--- config.mk ---
export PLATFORM = sky130hd
export DESIGN_NAME = aib_phy_mc
export DESIGN_NICKNAME = d
export VERILOG_FILES = /design/src/hdl/aib_pkg.sv /design/src/hdl/aib_phy_mc.sv /design/src/hdl/aib_aux_chan.sv /design/src/hdl/aib_io_chan.sv /design/src/hdl/aib_redun_rx_steer.sv /design/src/hdl/aib_redun_tx_steer.sv
export SDC_FILE = /design/constraint.sdc
export NUM_CORES = 1
export LEC_CHECK = 0
export BUFFER_PORTS_ARGS = -buffer_cell sky130_fd_sc_hd__buf_2
export CORE_MARGIN = 2
export CORE_UTILIZATION = 46
export DETAILED_ROUTE_END_ITERATION = 12
export PLACE_DENSITY = 0.9
export SYNTH_ARGS = -nofsm -noshare
export SYNTH_HDL_FRONTEND = slang
export SYNTH_SLANG_ARGS = --single-unit
--- constraint.sdc ---
create_clock -name tx_clk -period 1.8 [get_ports tx_clk]
set_input_delay 0.09 -clock tx_clk [delete_from_list [all_inputs] [get_ports tx_clk]]
set_output_delay 0.09 -clock tx_clk [all_outputs]
set_load 0.005 [all_outputs]
--- src/hdl/aib_pkg.sv ---
`default_nettype none

package aib_pkg;

  // ---------------------------------------------------------
  // Channel geometry
  // ---------------------------------------------------------
  localparam int SPARE_PAIRS = 1;   // Spare lane pairs per IO channel
  localparam int AUX_BUMPS   = 2;   // Lane 0 POR, lane 1 presence
  localparam int DBG_W       = 8;   // Debug byte width

  localparam int FP_W      = 4;           // Fault pair index width
  localparam int MAX_PAIRS = 1 << FP_W;   // Pairs addressable by a fault index

  // ---------------------------------------------------------
  // AUX static controls and results
  // ---------------------------------------------------------
  typedef struct packed {
    logic ms_nsl;               // 1 = master, 0 = slave
    logic por_in;               // Slave POR from external controller
    logic por_ovrd;             // Forces master por_out low
    logic device_detect_ovrd;   // Forces slave device_detect high
  } aux_ctrl_t;

  typedef struct packed {
    logic por_out;        // Master only
    logic device_detect;  // Slave only
  } aux_stat_t;

  // ---------------------------------------------------------
  // Debug byte views
  // ---------------------------------------------------------
  typedef struct packed {
    logic            link_up;       // Synchronized adapter reset
    logic            redun_active;  // Any pair engaged
    logic [FP_W-1:0] fault_pair;    // Lowest engaged pair
    logic            rx_parity;
    logic            tx_parity;
  } io_dbg_t;

  typedef struct packed {
    logic       ms_nsl;
    logic       por_out;
    logic       device_detect;
    logic [1:0] aux_rx;   // Synchronized partner lanes
    logic [1:0] aux_tx;   // Lanes driven to partner
    logic       rsvd;     // Always zero
  } aux_dbg_t;

  // Same byte, meaning set by its source channel
  typedef union packed {
    io_dbg_t  io;
    aux_dbg_t aux;
  } phy_dbg_u;

  // Index of lowest set bit, 0 if none
  function automatic logic [FP_W-1:0] lowest_pair(input logic [MAX_PAIRS-1:0] engage);
    logic [FP_W-1:0] idx;
    idx = '0;
    for (int i = MAX_PAIRS - 1; i >= 0; i--) begin
      if (engage[i]) idx = FP_W'(i);   // Last hit is the lowest
    end
    return idx;
  endfunction

endpackage

`default_nettype wire
--- src/hdl/aib_phy_mc.sv ---
`default_nettype none

module aib_phy_mc #(
  parameter  int NCH   = 2,    // IO channels
  parameter  int NDAT  = 16,   // Data lanes per channel, even, up to 30
  localparam int NPAIR = NDAT/2 + aib_pkg::SPARE_PAIRS,
  localparam int NBMP  = 2*NPAIR,
  localparam int CSW   = $clog2(NCH)   // Channel select bits
) (
  input  logic                               tx_clk,
  input  logic                               reset,
  // Data
  input  logic [NCH-1:0][NDAT-1:0]           tx_data,
  output logic [NCH-1:0][NBMP-1:0]           bump_tx,
  input  logic [NCH-1:0][NBMP-1:0]           bump_rx,
  output logic [NCH-1:0][NDAT-1:0]           rx_data,
  // Per channel control
  input  logic [NCH-1:0][NPAIR-1:0]          redun_engage,
  input  logic [NCH-1:0]                     adap_rstn_in,
  output logic [NCH-1:0]                     adap_rstn_out,
  // AUX
  input  aib_pkg::aux_ctrl_t                 aux_ctrl,
  output logic [aib_pkg::AUX_BUMPS-1:0]      aux_bump_tx,
  input  logic [aib_pkg::AUX_BUMPS-1:0]      aux_bump_rx,
  output aib_pkg::aux_stat_t                 aux_stat,
  // Debug
  input  logic [CSW:0]                       dig_test_sel,  // MSB set selects IO
  output aib_pkg::phy_dbg_u                  dig_test_bus
);

  aib_pkg::phy_dbg_u [NCH-1:0] io_dbg;
  aib_pkg::phy_dbg_u           aux_dbg;
  aib_pkg::phy_dbg_u           io_sel_dbg;   // Selected IO channel byte

  // Pair count must fit the fault index field
  if ((NDAT % 2) != 0 || NDAT > 30) begin : g_bad_ndat
    $error("aib_phy_mc: NDAT %0d must be even and at most 30", NDAT);
  end
  if ($bits(aib_pkg::phy_dbg_u) != aib_pkg::DBG_W) begin : g_bad_dbg
    $error("aib_phy_mc: debug byte is not %0d bits", aib_pkg::DBG_W);
  end

  // ---------------------------------------------------------
  // IO channels
  // ---------------------------------------------------------
  for (genvar c = 0; c < NCH; c++) begin : g_ch
    aib_io_chan #(.NDAT(NDAT)) io_chan_i (
      .tx_clk        (tx_clk),
      .reset         (reset),
      .adap_rstn_in  (adap_rstn_in[c]),
      .adap_rstn_out (adap_rstn_out[c]),
      .redun_engage  (redun_engage[c]),
      .tx_data       (tx_data[c]),
      .bump_tx       (bump_tx[c]),
      .bump_rx       (bump_rx[c]),
      .rx_data       (rx_data[c]),
      .dbg           (io_dbg[c])
    );
  end

  // ---------------------------------------------------------
  // AUX channel
  // ---------------------------------------------------------
  aib_aux_chan aux_chan_i (
    .tx_clk      (tx_clk),
    .reset       (reset),
    .aux_ctrl    (aux_ctrl),
    .aux_bump_tx (aux_bump_tx),
    .aux_bump_rx (aux_bump_rx),
    .aux_stat    (aux_stat),
    .dbg         (aux_dbg)
  );

  // ---------------------------------------------------------
  // Debug byte select
  // ---------------------------------------------------------
  if (NCH == 1) begin : g_one_ch
    assign io_sel_dbg = io_dbg[0];   // No channel index bits
  end else begin : g_multi_ch
    logic [CSW-1:0] ch_sel;
    assign ch_sel     = dig_test_sel[CSW-1:0];
    assign io_sel_dbg = (ch_sel < NCH) ? io_dbg[ch_sel] : io_dbg[0];  // Out of range to ch 0
  end

  assign dig_test_bus = dig_test_sel[CSW] ? io_sel_dbg : aux_dbg;

endmodule

`default_nettype wire

--- src/hdl/aib_aux_chan.sv ---
`default_nettype none

module aib_aux_chan (
  input  logic                            tx_clk,
  input  logic                            reset,
  input  aib_pkg::aux_ctrl_t              aux_ctrl,
  output logic [aib_pkg::AUX_BUMPS-1:0]   aux_bump_tx,
  input  logic [aib_pkg::AUX_BUMPS-1:0]   aux_bump_rx,
  output aib_pkg::aux_stat_t              aux_stat,
  output aib_pkg::phy_dbg_u               dbg
);

  localparam int POR_LANE = 0;   // Slave to master POR
  localparam int DET_LANE = 1;   // Master presence for slave detect

  logic [aib_pkg::AUX_BUMPS-1:0] rx_meta;   // First sync stage
  logic [aib_pkg::AUX_BUMPS-1:0] rx_sync;   // Second sync stage
  aib_pkg::aux_dbg_t             aux_view;

  // ---------------------------------------------------------
  // Lanes driven to the partner
  // ---------------------------------------------------------
  always_comb begin
    aux_bump_tx           = '0;
    aux_bump_tx[POR_LANE] = !aux_ctrl.ms_nsl && aux_ctrl.por_in;  // Slave sends POR
    aux_bump_tx[DET_LANE] = aux_ctrl.ms_nsl;                      // Master presence
  end

  // ---------------------------------------------------------
  // Partner lane synchronizer
  // ---------------------------------------------------------
  always_ff @(posedge tx_clk) begin
    if (reset) begin
      rx_meta <= '0;
      rx_sync <= '0;
    end else begin
      rx_meta <= aux_bump_rx;
      rx_sync <= rx_meta;
    end
  end

  // Role select, then overrides
  always_comb begin
    aux_stat.por_out       = aux_ctrl.ms_nsl && rx_sync[POR_LANE] && !aux_ctrl.por_ovrd;
    aux_stat.device_detect = !aux_ctrl.ms_nsl &&
                             (rx_sync[DET_LANE] || aux_ctrl.device_detect_ovrd);
  end

  // ---------------------------------------------------------
  // Debug byte
  // ---------------------------------------------------------
  always_comb begin
    aux_view.ms_nsl        = aux_ctrl.ms_nsl;
    aux_view.por_out       = aux_stat.por_out;
    aux_view.device_detect = aux_stat.device_detect;
    aux_view.aux_rx        = rx_sync;
    aux_view.aux_tx        = aux_bump_tx;
    aux_view.rsvd          = 1'b0;
  end

  assign dbg.aux = aux_view;

  // A die is either master or slave, never reports both
  role_excl_a: assert property (
    @(posedge tx_clk) disable iff (reset)
    !(aux_stat.por_out && aux_stat.device_detect)
  ) else $error("aux chan: por_out and device_detect both high");

endmodule

`default_nettype wire

--- src/hdl/aib_io_chan.sv ---
`default_nettype none

module aib_io_chan #(
  parameter  int NDAT  = 16,
  localparam int NPAIR = NDAT/2 + aib_pkg::SPARE_PAIRS,
  localparam int NBMP  = 2*NPAIR
) (
  input  logic              tx_clk,
  input  logic              reset,
  input  logic              adap_rstn_in,   // Adapter reset, active low
  output logic              adap_rstn_out,  // Synchronized loopback of it
  input  logic [NPAIR-1:0]  redun_engage,
  input  logic [NDAT-1:0]   tx_data,
  output logic [NBMP-1:0]   bump_tx,
  input  logic [NBMP-1:0]   bump_rx,
  output logic [NDAT-1:0]   rx_data,
  output aib_pkg::phy_dbg_u dbg
);

  logic [1:0]                    rstn_sync;    // Two-flop adapter reset sync
  logic                          link_up;
  logic [NBMP-1:0]               tx_steered;
  logic [NDAT-1:0]               rx_steered;
  logic [aib_pkg::MAX_PAIRS-1:0] engage_ext;
  aib_pkg::io_dbg_t              io_view;

  // ---------------------------------------------------------
  // Adapter reset synchronizer
  // ---------------------------------------------------------
  always_ff @(posedge tx_clk) begin
    if (reset) begin
      rstn_sync <= '0;
    end else begin
      rstn_sync <= {rstn_sync[0], adap_rstn_in};
    end
  end

  assign link_up       = rstn_sync[1];
  assign adap_rstn_out = link_up;   // Looped back to reset controller

  // ---------------------------------------------------------
  // TX path
  // ---------------------------------------------------------
  aib_redun_tx_steer #(.NDAT(NDAT)) tx_steer_i (
    .redun_engage (redun_engage),
    .data         (tx_data),
    .bumps        (tx_steered)
  );

  always_ff @(posedge tx_clk) begin
    if (reset || !link_up) begin
      bump_tx <= '0;          // Lanes quiet until adapter out of reset
    end else begin
      bump_tx <= tx_steered;
    end
  end

  // ---------------------------------------------------------
  // RX path
  // ---------------------------------------------------------
  aib_redun_rx_steer #(.NDAT(NDAT)) rx_steer_i (
    .redun_engage (redun_engage),
    .bumps        (bump_rx),
    .data         (rx_steered)
  );

  always_ff @(posedge tx_clk) begin
    if (reset || !link_up) begin
      rx_data <= '0;
    end else begin
      rx_data <= rx_steered;
    end
  end

  // ---------------------------------------------------------
  // Debug byte
  // ---------------------------------------------------------
  always_comb begin
    engage_ext            = '0;
    engage_ext[NPAIR-1:0] = redun_engage;
  end

  always_comb begin
    io_view.link_up      = link_up;
    io_view.redun_active = |redun_engage;
    io_view.fault_pair   = aib_pkg::lowest_pair(engage_ext);   // 0 when idle
    io_view.rx_parity    = ^rx_data;
    io_view.tx_parity    = ^bump_tx;
  end

  assign dbg.io = io_view;

  // Adapter reset held through the sync leaves both data registers cleared
  link_down_clear_a: assert property (
    @(posedge tx_clk) disable iff (reset)
    (!adap_rstn_in) [*3] |=> (bump_tx == '0) && (rx_data == '0)
  ) else $error("io chan: data registers not cleared while link down");

endmodule

`default_nettype wire

--- src/hdl/aib_redun_rx_steer.sv ---
`default_nettype none

// Undoes the TX pair shift, faulty and unused spare pairs never read
module aib_redun_rx_steer #(
  parameter  int NDAT  = 16,
  localparam int NPAIR = NDAT/2 + aib_pkg::SPARE_PAIRS,
  localparam int NBMP  = 2*NPAIR
) (
  input  logic [NPAIR-1:0] redun_engage,
  input  logic [NBMP-1:0]  bumps,
  output logic [NDAT-1:0]  data
);

  localparam int NLOG      = NDAT/2;     // Logical data pairs
  localparam int SPARE_IDX = NPAIR - 1;

  logic [aib_pkg::MAX_PAIRS-1:0] engage_ext;
  int unsigned                   fault;

  // ---------------------------------------------------------
  // Faulty pair decode, same rule as TX
  // ---------------------------------------------------------
  always_comb begin
    engage_ext            = '0;
    engage_ext[NPAIR-1:0] = redun_engage;
  end

  assign fault = (|redun_engage) ? int'(aib_pkg::lowest_pair(engage_ext)) : SPARE_IDX;

  // ---------------------------------------------------------
  // Inverse pair mux
  // ---------------------------------------------------------
  always_comb begin
    for (int l = 0; l < NLOG; l++) begin
      if (l < fault) begin
        data[2*l +: 2] = bumps[2*l +: 2];         // Below fault, straight
      end else begin
        data[2*l +: 2] = bumps[2*(l+1) +: 2];     // Skip over faulty pair
      end
    end
  end

endmodule

`default_nettype wire

--- src/hdl/aib_redun_tx_steer.sv ---
`default_nettype none

// Logical pairs at or above the faulty pair shift up one physical pair
module aib_redun_tx_steer #(
  parameter  int NDAT  = 16,
  localparam int NPAIR = NDAT/2 + aib_pkg::SPARE_PAIRS,
  localparam int NBMP  = 2*NPAIR
) (
  input  logic [NPAIR-1:0] redun_engage,  // One bit per physical pair
  input  logic [NDAT-1:0]  data,
  output logic [NBMP-1:0]  bumps
);

  localparam int SPARE_IDX = NPAIR - 1;   // Zeroed when nothing engaged

  logic [aib_pkg::MAX_PAIRS-1:0] engage_ext;
  logic [NBMP+1:0]               data_pad;  // Data with a zero pair on each side
  int unsigned                   fault;     // Physical pair left idle

  // ---------------------------------------------------------
  // Faulty pair decode
  // ---------------------------------------------------------
  always_comb begin
    engage_ext                = '0;
    engage_ext[NPAIR-1:0]     = redun_engage;
  end

  assign fault = (|redun_engage) ? int'(aib_pkg::lowest_pair(engage_ext)) : SPARE_IDX;

  // ---------------------------------------------------------
  // Pair mux
  // ---------------------------------------------------------
  assign data_pad = {2'b00, data, 2'b00};

  always_comb begin
    for (int p = 0; p < NPAIR; p++) begin
      if (p < fault) begin
        bumps[2*p +: 2] = data_pad[2*p + 2 +: 2];   // Same pair
      end else if (p == fault) begin
        bumps[2*p +: 2] = 2'b00;                    // Faulty pair idle
      end else begin
        bumps[2*p +: 2] = data_pad[2*p +: 2];       // Pair below, shifted up
      end
    end
  end

  // No data bit dropped, none copied onto the idle pair
  bit_count_a: assert #0 ($countones(bumps) == $countones(data))
    else $error("tx steer: %0d ones on bumps for %0d in data",
                $countones(bumps), $countones(data));

endmodule

`default_nettype wire

==> impl_metrics.yaml <==
worst_setup_path:
  cp-startpoint: "g_ch[1].io_chan_i.rx_data[14]"
  crit_path_cell_trace: "xor2_2 -> xnor2_2 -> xnor2_1 -> xnor2_1 -> mux2i_1 -> mux2_2 -> buf_2"
  slowest_delay_ps: 350
  cp-start-kind: "register"
  critPathMaxFanout: 2
  crit_path_frequent_cell: "xnor2_1"
  crit_required_ps: 1710
  path_class: "reg2out"
  cpMaxStageDelayCell: "dfxtp_2"
  cp.arrival_ps: 2020
  cp-end-kind: "output port"
  r2r-start: "g_ch[1].io_chan_i.rstn_sync[1]"
pwr:
  pwr-share-comb: 0.166
  p_sw_mw: 1.01
  sw_frac_of_total: 0.253
  p_int_mw: 2.97
  seqPwrFrac: 0.437
  powerDensity_mw_per_mm2: 713
  power.share.clock: 0.397
  leakage_nw: 2.67
  ir_drop_uv: 674
sta:
  fmax_mhz: 473
  worst_pin_slew_ps: 450
  drv_slew: 0
  max_slew_margin: 0.697
  worst_slack_ps: -313
  finalSetupViolations: 2
  final-hold-violation-count: 0
  post-route-period-util: 1.17
  grt_setup_unrepaired: "true"
  skew_ps: 5.83
  period_needed_ps: 2110
placement:
  hpwlAfterDp_mm: 8.68
  placed_cells: 692
  place_congestion: 0.911
  place_area_mm2: 0.00470
  numPortBuffers: 179
grt:
  met1_usage: 0.302
  grtUsageMet2: 0.515
  grt_max_degree: 31
  gr-total-overflow: 0
  grt_pass1_wl_mm: 19.0
  grt_pass1_vias: 4079
  grtUsageTotal: 0.283
  top_usage_layer: "met2"
  met3_usage: 0.0685
  antenna_found_initial: 1
synth:
  syn_nets: 516
  synth_ff_type: "dfxtp_1"
  synth-edff-count: 0
  synth_top_area_frac: 0.414
  synth.avg_cell_area_um2: 8.80
  yosysWarningCount: 0
  synthArstFlopShare: 0
  synth_area_leaders: "dfxtp_1, xnor2_1, a21oi_1, nand2_1, mux2i_1"
  netlist_area_mm2: 0.00368
  synthCells: 418
  yosysUniqueCellTypes: 47
  synth_seq_cells: 76
  synth_top_cell_by_area: "dfxtp_1"
  synth-seq-area-share: 0.414
worst_hold_path:
  holdCritPathClass: "in2reg"
  min_from: "bump_rx[21]"
floorplan:
  initial_core_util: 0.476
  io_pins: 180
  coreArea_mm2: 0.00773
  rows: 32
  die-area_mm2: 0.00873
  die_y_um: 93.4
  die_x_um: 93.4
status:
  failed_checks: "negative setup slack"
  outcome: "complete, but fails checks"
layout:
  postLayoutCellArea_mm2: 0.00559
  syn2layout_area_growth_pct: 51.9
  final_nets: 754
  finalNonFillerCells: 763
  drive_gt1_frac: 0.377
routing:
  detail-route-antenna-nets: 0
  viasPerCell: 5.43
  drc_errors: 0
  wirelength_mm: 13.2
  wl_per_cell_um: 17.3
  drt-initial-drc-count: 257
  firstDrtPassIters: 6
  num_vias: 4141
clocking:
  cts_buffers: 9
  cts_sinks: 76
  htree_levels: 3
  cts.path.max_buffers: 2
  clk_pin_slew_ps: 90
  cts_tree: "built"
  clk_latency_ps: 350
  clk_root_buffer_cell: "clkbuf_8"
run:
  drv_cap: 0
-- layout by cell type (no fill, tap or decap), types with 3 or more instances in the layout --
cell type,count
a21oi_1,43
a22oi_1,8
a31oi_1,3
and3_1,4
buf_2,179
buf_4,21
bufinv_16,3
clkbuf_8,9
dfxtp_1,69
dfxtp_2,7
dlygate4sd3_1,50
inv_1,3
mux2i_1,18
nand2_1,52
nand2b_1,3
nand3_1,11
nand3b_1,9
nor2_1,43
nor2b_1,12
nor3b_1,4
o21ai_0,8
o21ai_1,3
o31ai_1,4
xnor2_1,47
xnor2_2,9
xor2_1,3
xor2_2,3
-- power by group through the flow --
stage	clock network (mW)	logic (mW)	registers (mW)
2_1_floorplan	0	0.296	1.77
6_report	1.58	0.661	1.74
3_3_place_gp	0	0.530	1.77
4_1_cts	1.58	0.624	1.74
3_5_place_dp	0	0.543	1.77
5_1_grt	1.65	0.710	1.74
-- logic make-up after synthesis --
kind of cell / Yosys count / share of synthesized area
and+or+nand+nor: 151 / 0.202
AOI/OAI and AO/OA: 83 / 0.142
DFF: 76 / 0.414
xor gates and xnor gates: 63 / 0.154
buffers and inverters: 26 / 0.0367
muxes: 19 / 0.0520
-- layer usage --
| metal | up-vias | part of all wire |
|---|---|---|
| li1 | 1894 | - |
| met1 | 1922 | 0.36 |
| met2 | 259 | 0.51 |
| met3 | 66 | 0.082 |
| met4 | 0 | 0.051 |
| met5 | - | 0 |
-- worst paths after layout --
check / depth (start not counted) / slack [ps] / end
setup / recovery: 7 / -310 / dig_test_bus[1]
hold / removal: 3 / 7 / g_ch[1].io_chan_i.rx_data[3]
setup reg to reg: 5 / 110 / g_ch[1].io_chan_i.bump_tx[8]
hold reg to reg: 1 / 440 / g_ch[0].io_chan_i.rstn_sync[1]
-- cell usage after synthesis (2+ instances only) --
| master | number |
|---|---|
| a21oi_1 | 43 |
| o31ai_1 | 4 |
| nor2b_1 | 12 |
| nor2_1 | 43 |
| a21boi_1 | 2 |
| nand2b_1 | 3 |
| nand2_1 | 52 |
| buf_4 | 6 |
| a31oi_1 | 3 |
| clkbuf_1 | 10 |
| a22oi_1 | 8 |
| nand3b_1 | 9 |
| buf_2 | 6 |
| o21ai_0 | 8 |
| xor2_1 | 6 |
| xnor2_1 | 56 |
| or2_1 | 2 |
| o21ai_1 | 4 |
| dfxtp_1 | 76 |
| nor3b_1 | 4 |
| inv_1 | 3 |
| and3_1 | 4 |
| mux2i_1 | 18 |
| nor3_1 | 3 |
| nand3_1 | 11 |
-- critical path: cells and delay by family, from the launching register on --
| family | cells | cell delay (ps) |
|---|---|---|
| multiplexers | 2 | 410 |
| buffers and inverters | 1 | 130 |
| flip-flops | 1 | 350 |
| XOR/XNOR | 4 | 800 |
-- registers in the layout (all words and copies together), names as in the netlist --
register,flops
g_ch.io_chan_i.rstn_sync,4
g_ch.io_chan_i.bump_tx,36
g_ch.io_chan_i.rx_data,32
aux_chan_i.rx_meta,2
aux_chan_i.rx_sync,2
-- per-stage QoR --
| step | setup TNS (ps) | hold WS [ps] | utilization | power [mW] | setup slack (ps) |
|---|---|---|---|---|---|
| 2_1_floorplan | 0 | 218 | - | 2.07 | 319 |
| 5_1_grt | -784 | 1.77 | 0.723 | 4.11 | -389 |
| 3_3_place_gp | 0 | 304 | 0.608 | 2.30 | 127 |
| 3_5_place_dp | 0 | 306 | 0.608 | 2.32 | 99.6 |
| 4_1_cts | -595 | 0.00219 | 0.707 | 3.94 | -300 |
| 6_report | -600 | 7.22 | 0.723 | 3.98 | -313 |
-- area by class of cell --
class	instances	area, um^2
Antenna cell	1	2.50
Sequential cell	76	1530
Multi-Input combinational cell	316	2130
Clock inverter	6	113
Timing Repair Buffer	250	1550
Inverter	3	11.3
Clock buffer	9	124
Tap cell	102	128
Fill cell	529	2140
-- timing repair --
| item | CTS | global route |
|---|---|---|
| endpoints found under the hold margin | 40 | 1 |
| setup endpoints to repair | 2 | 6 |
| pin swaps | 5 | 10 |
| gates resized for setup | 7 | 17 |
| setup buffers | 1 | 4 |
| hold buffers | 49 | 1 |
| gates cloned | 0 | 0 |
(Power assumes the default switching activity.)
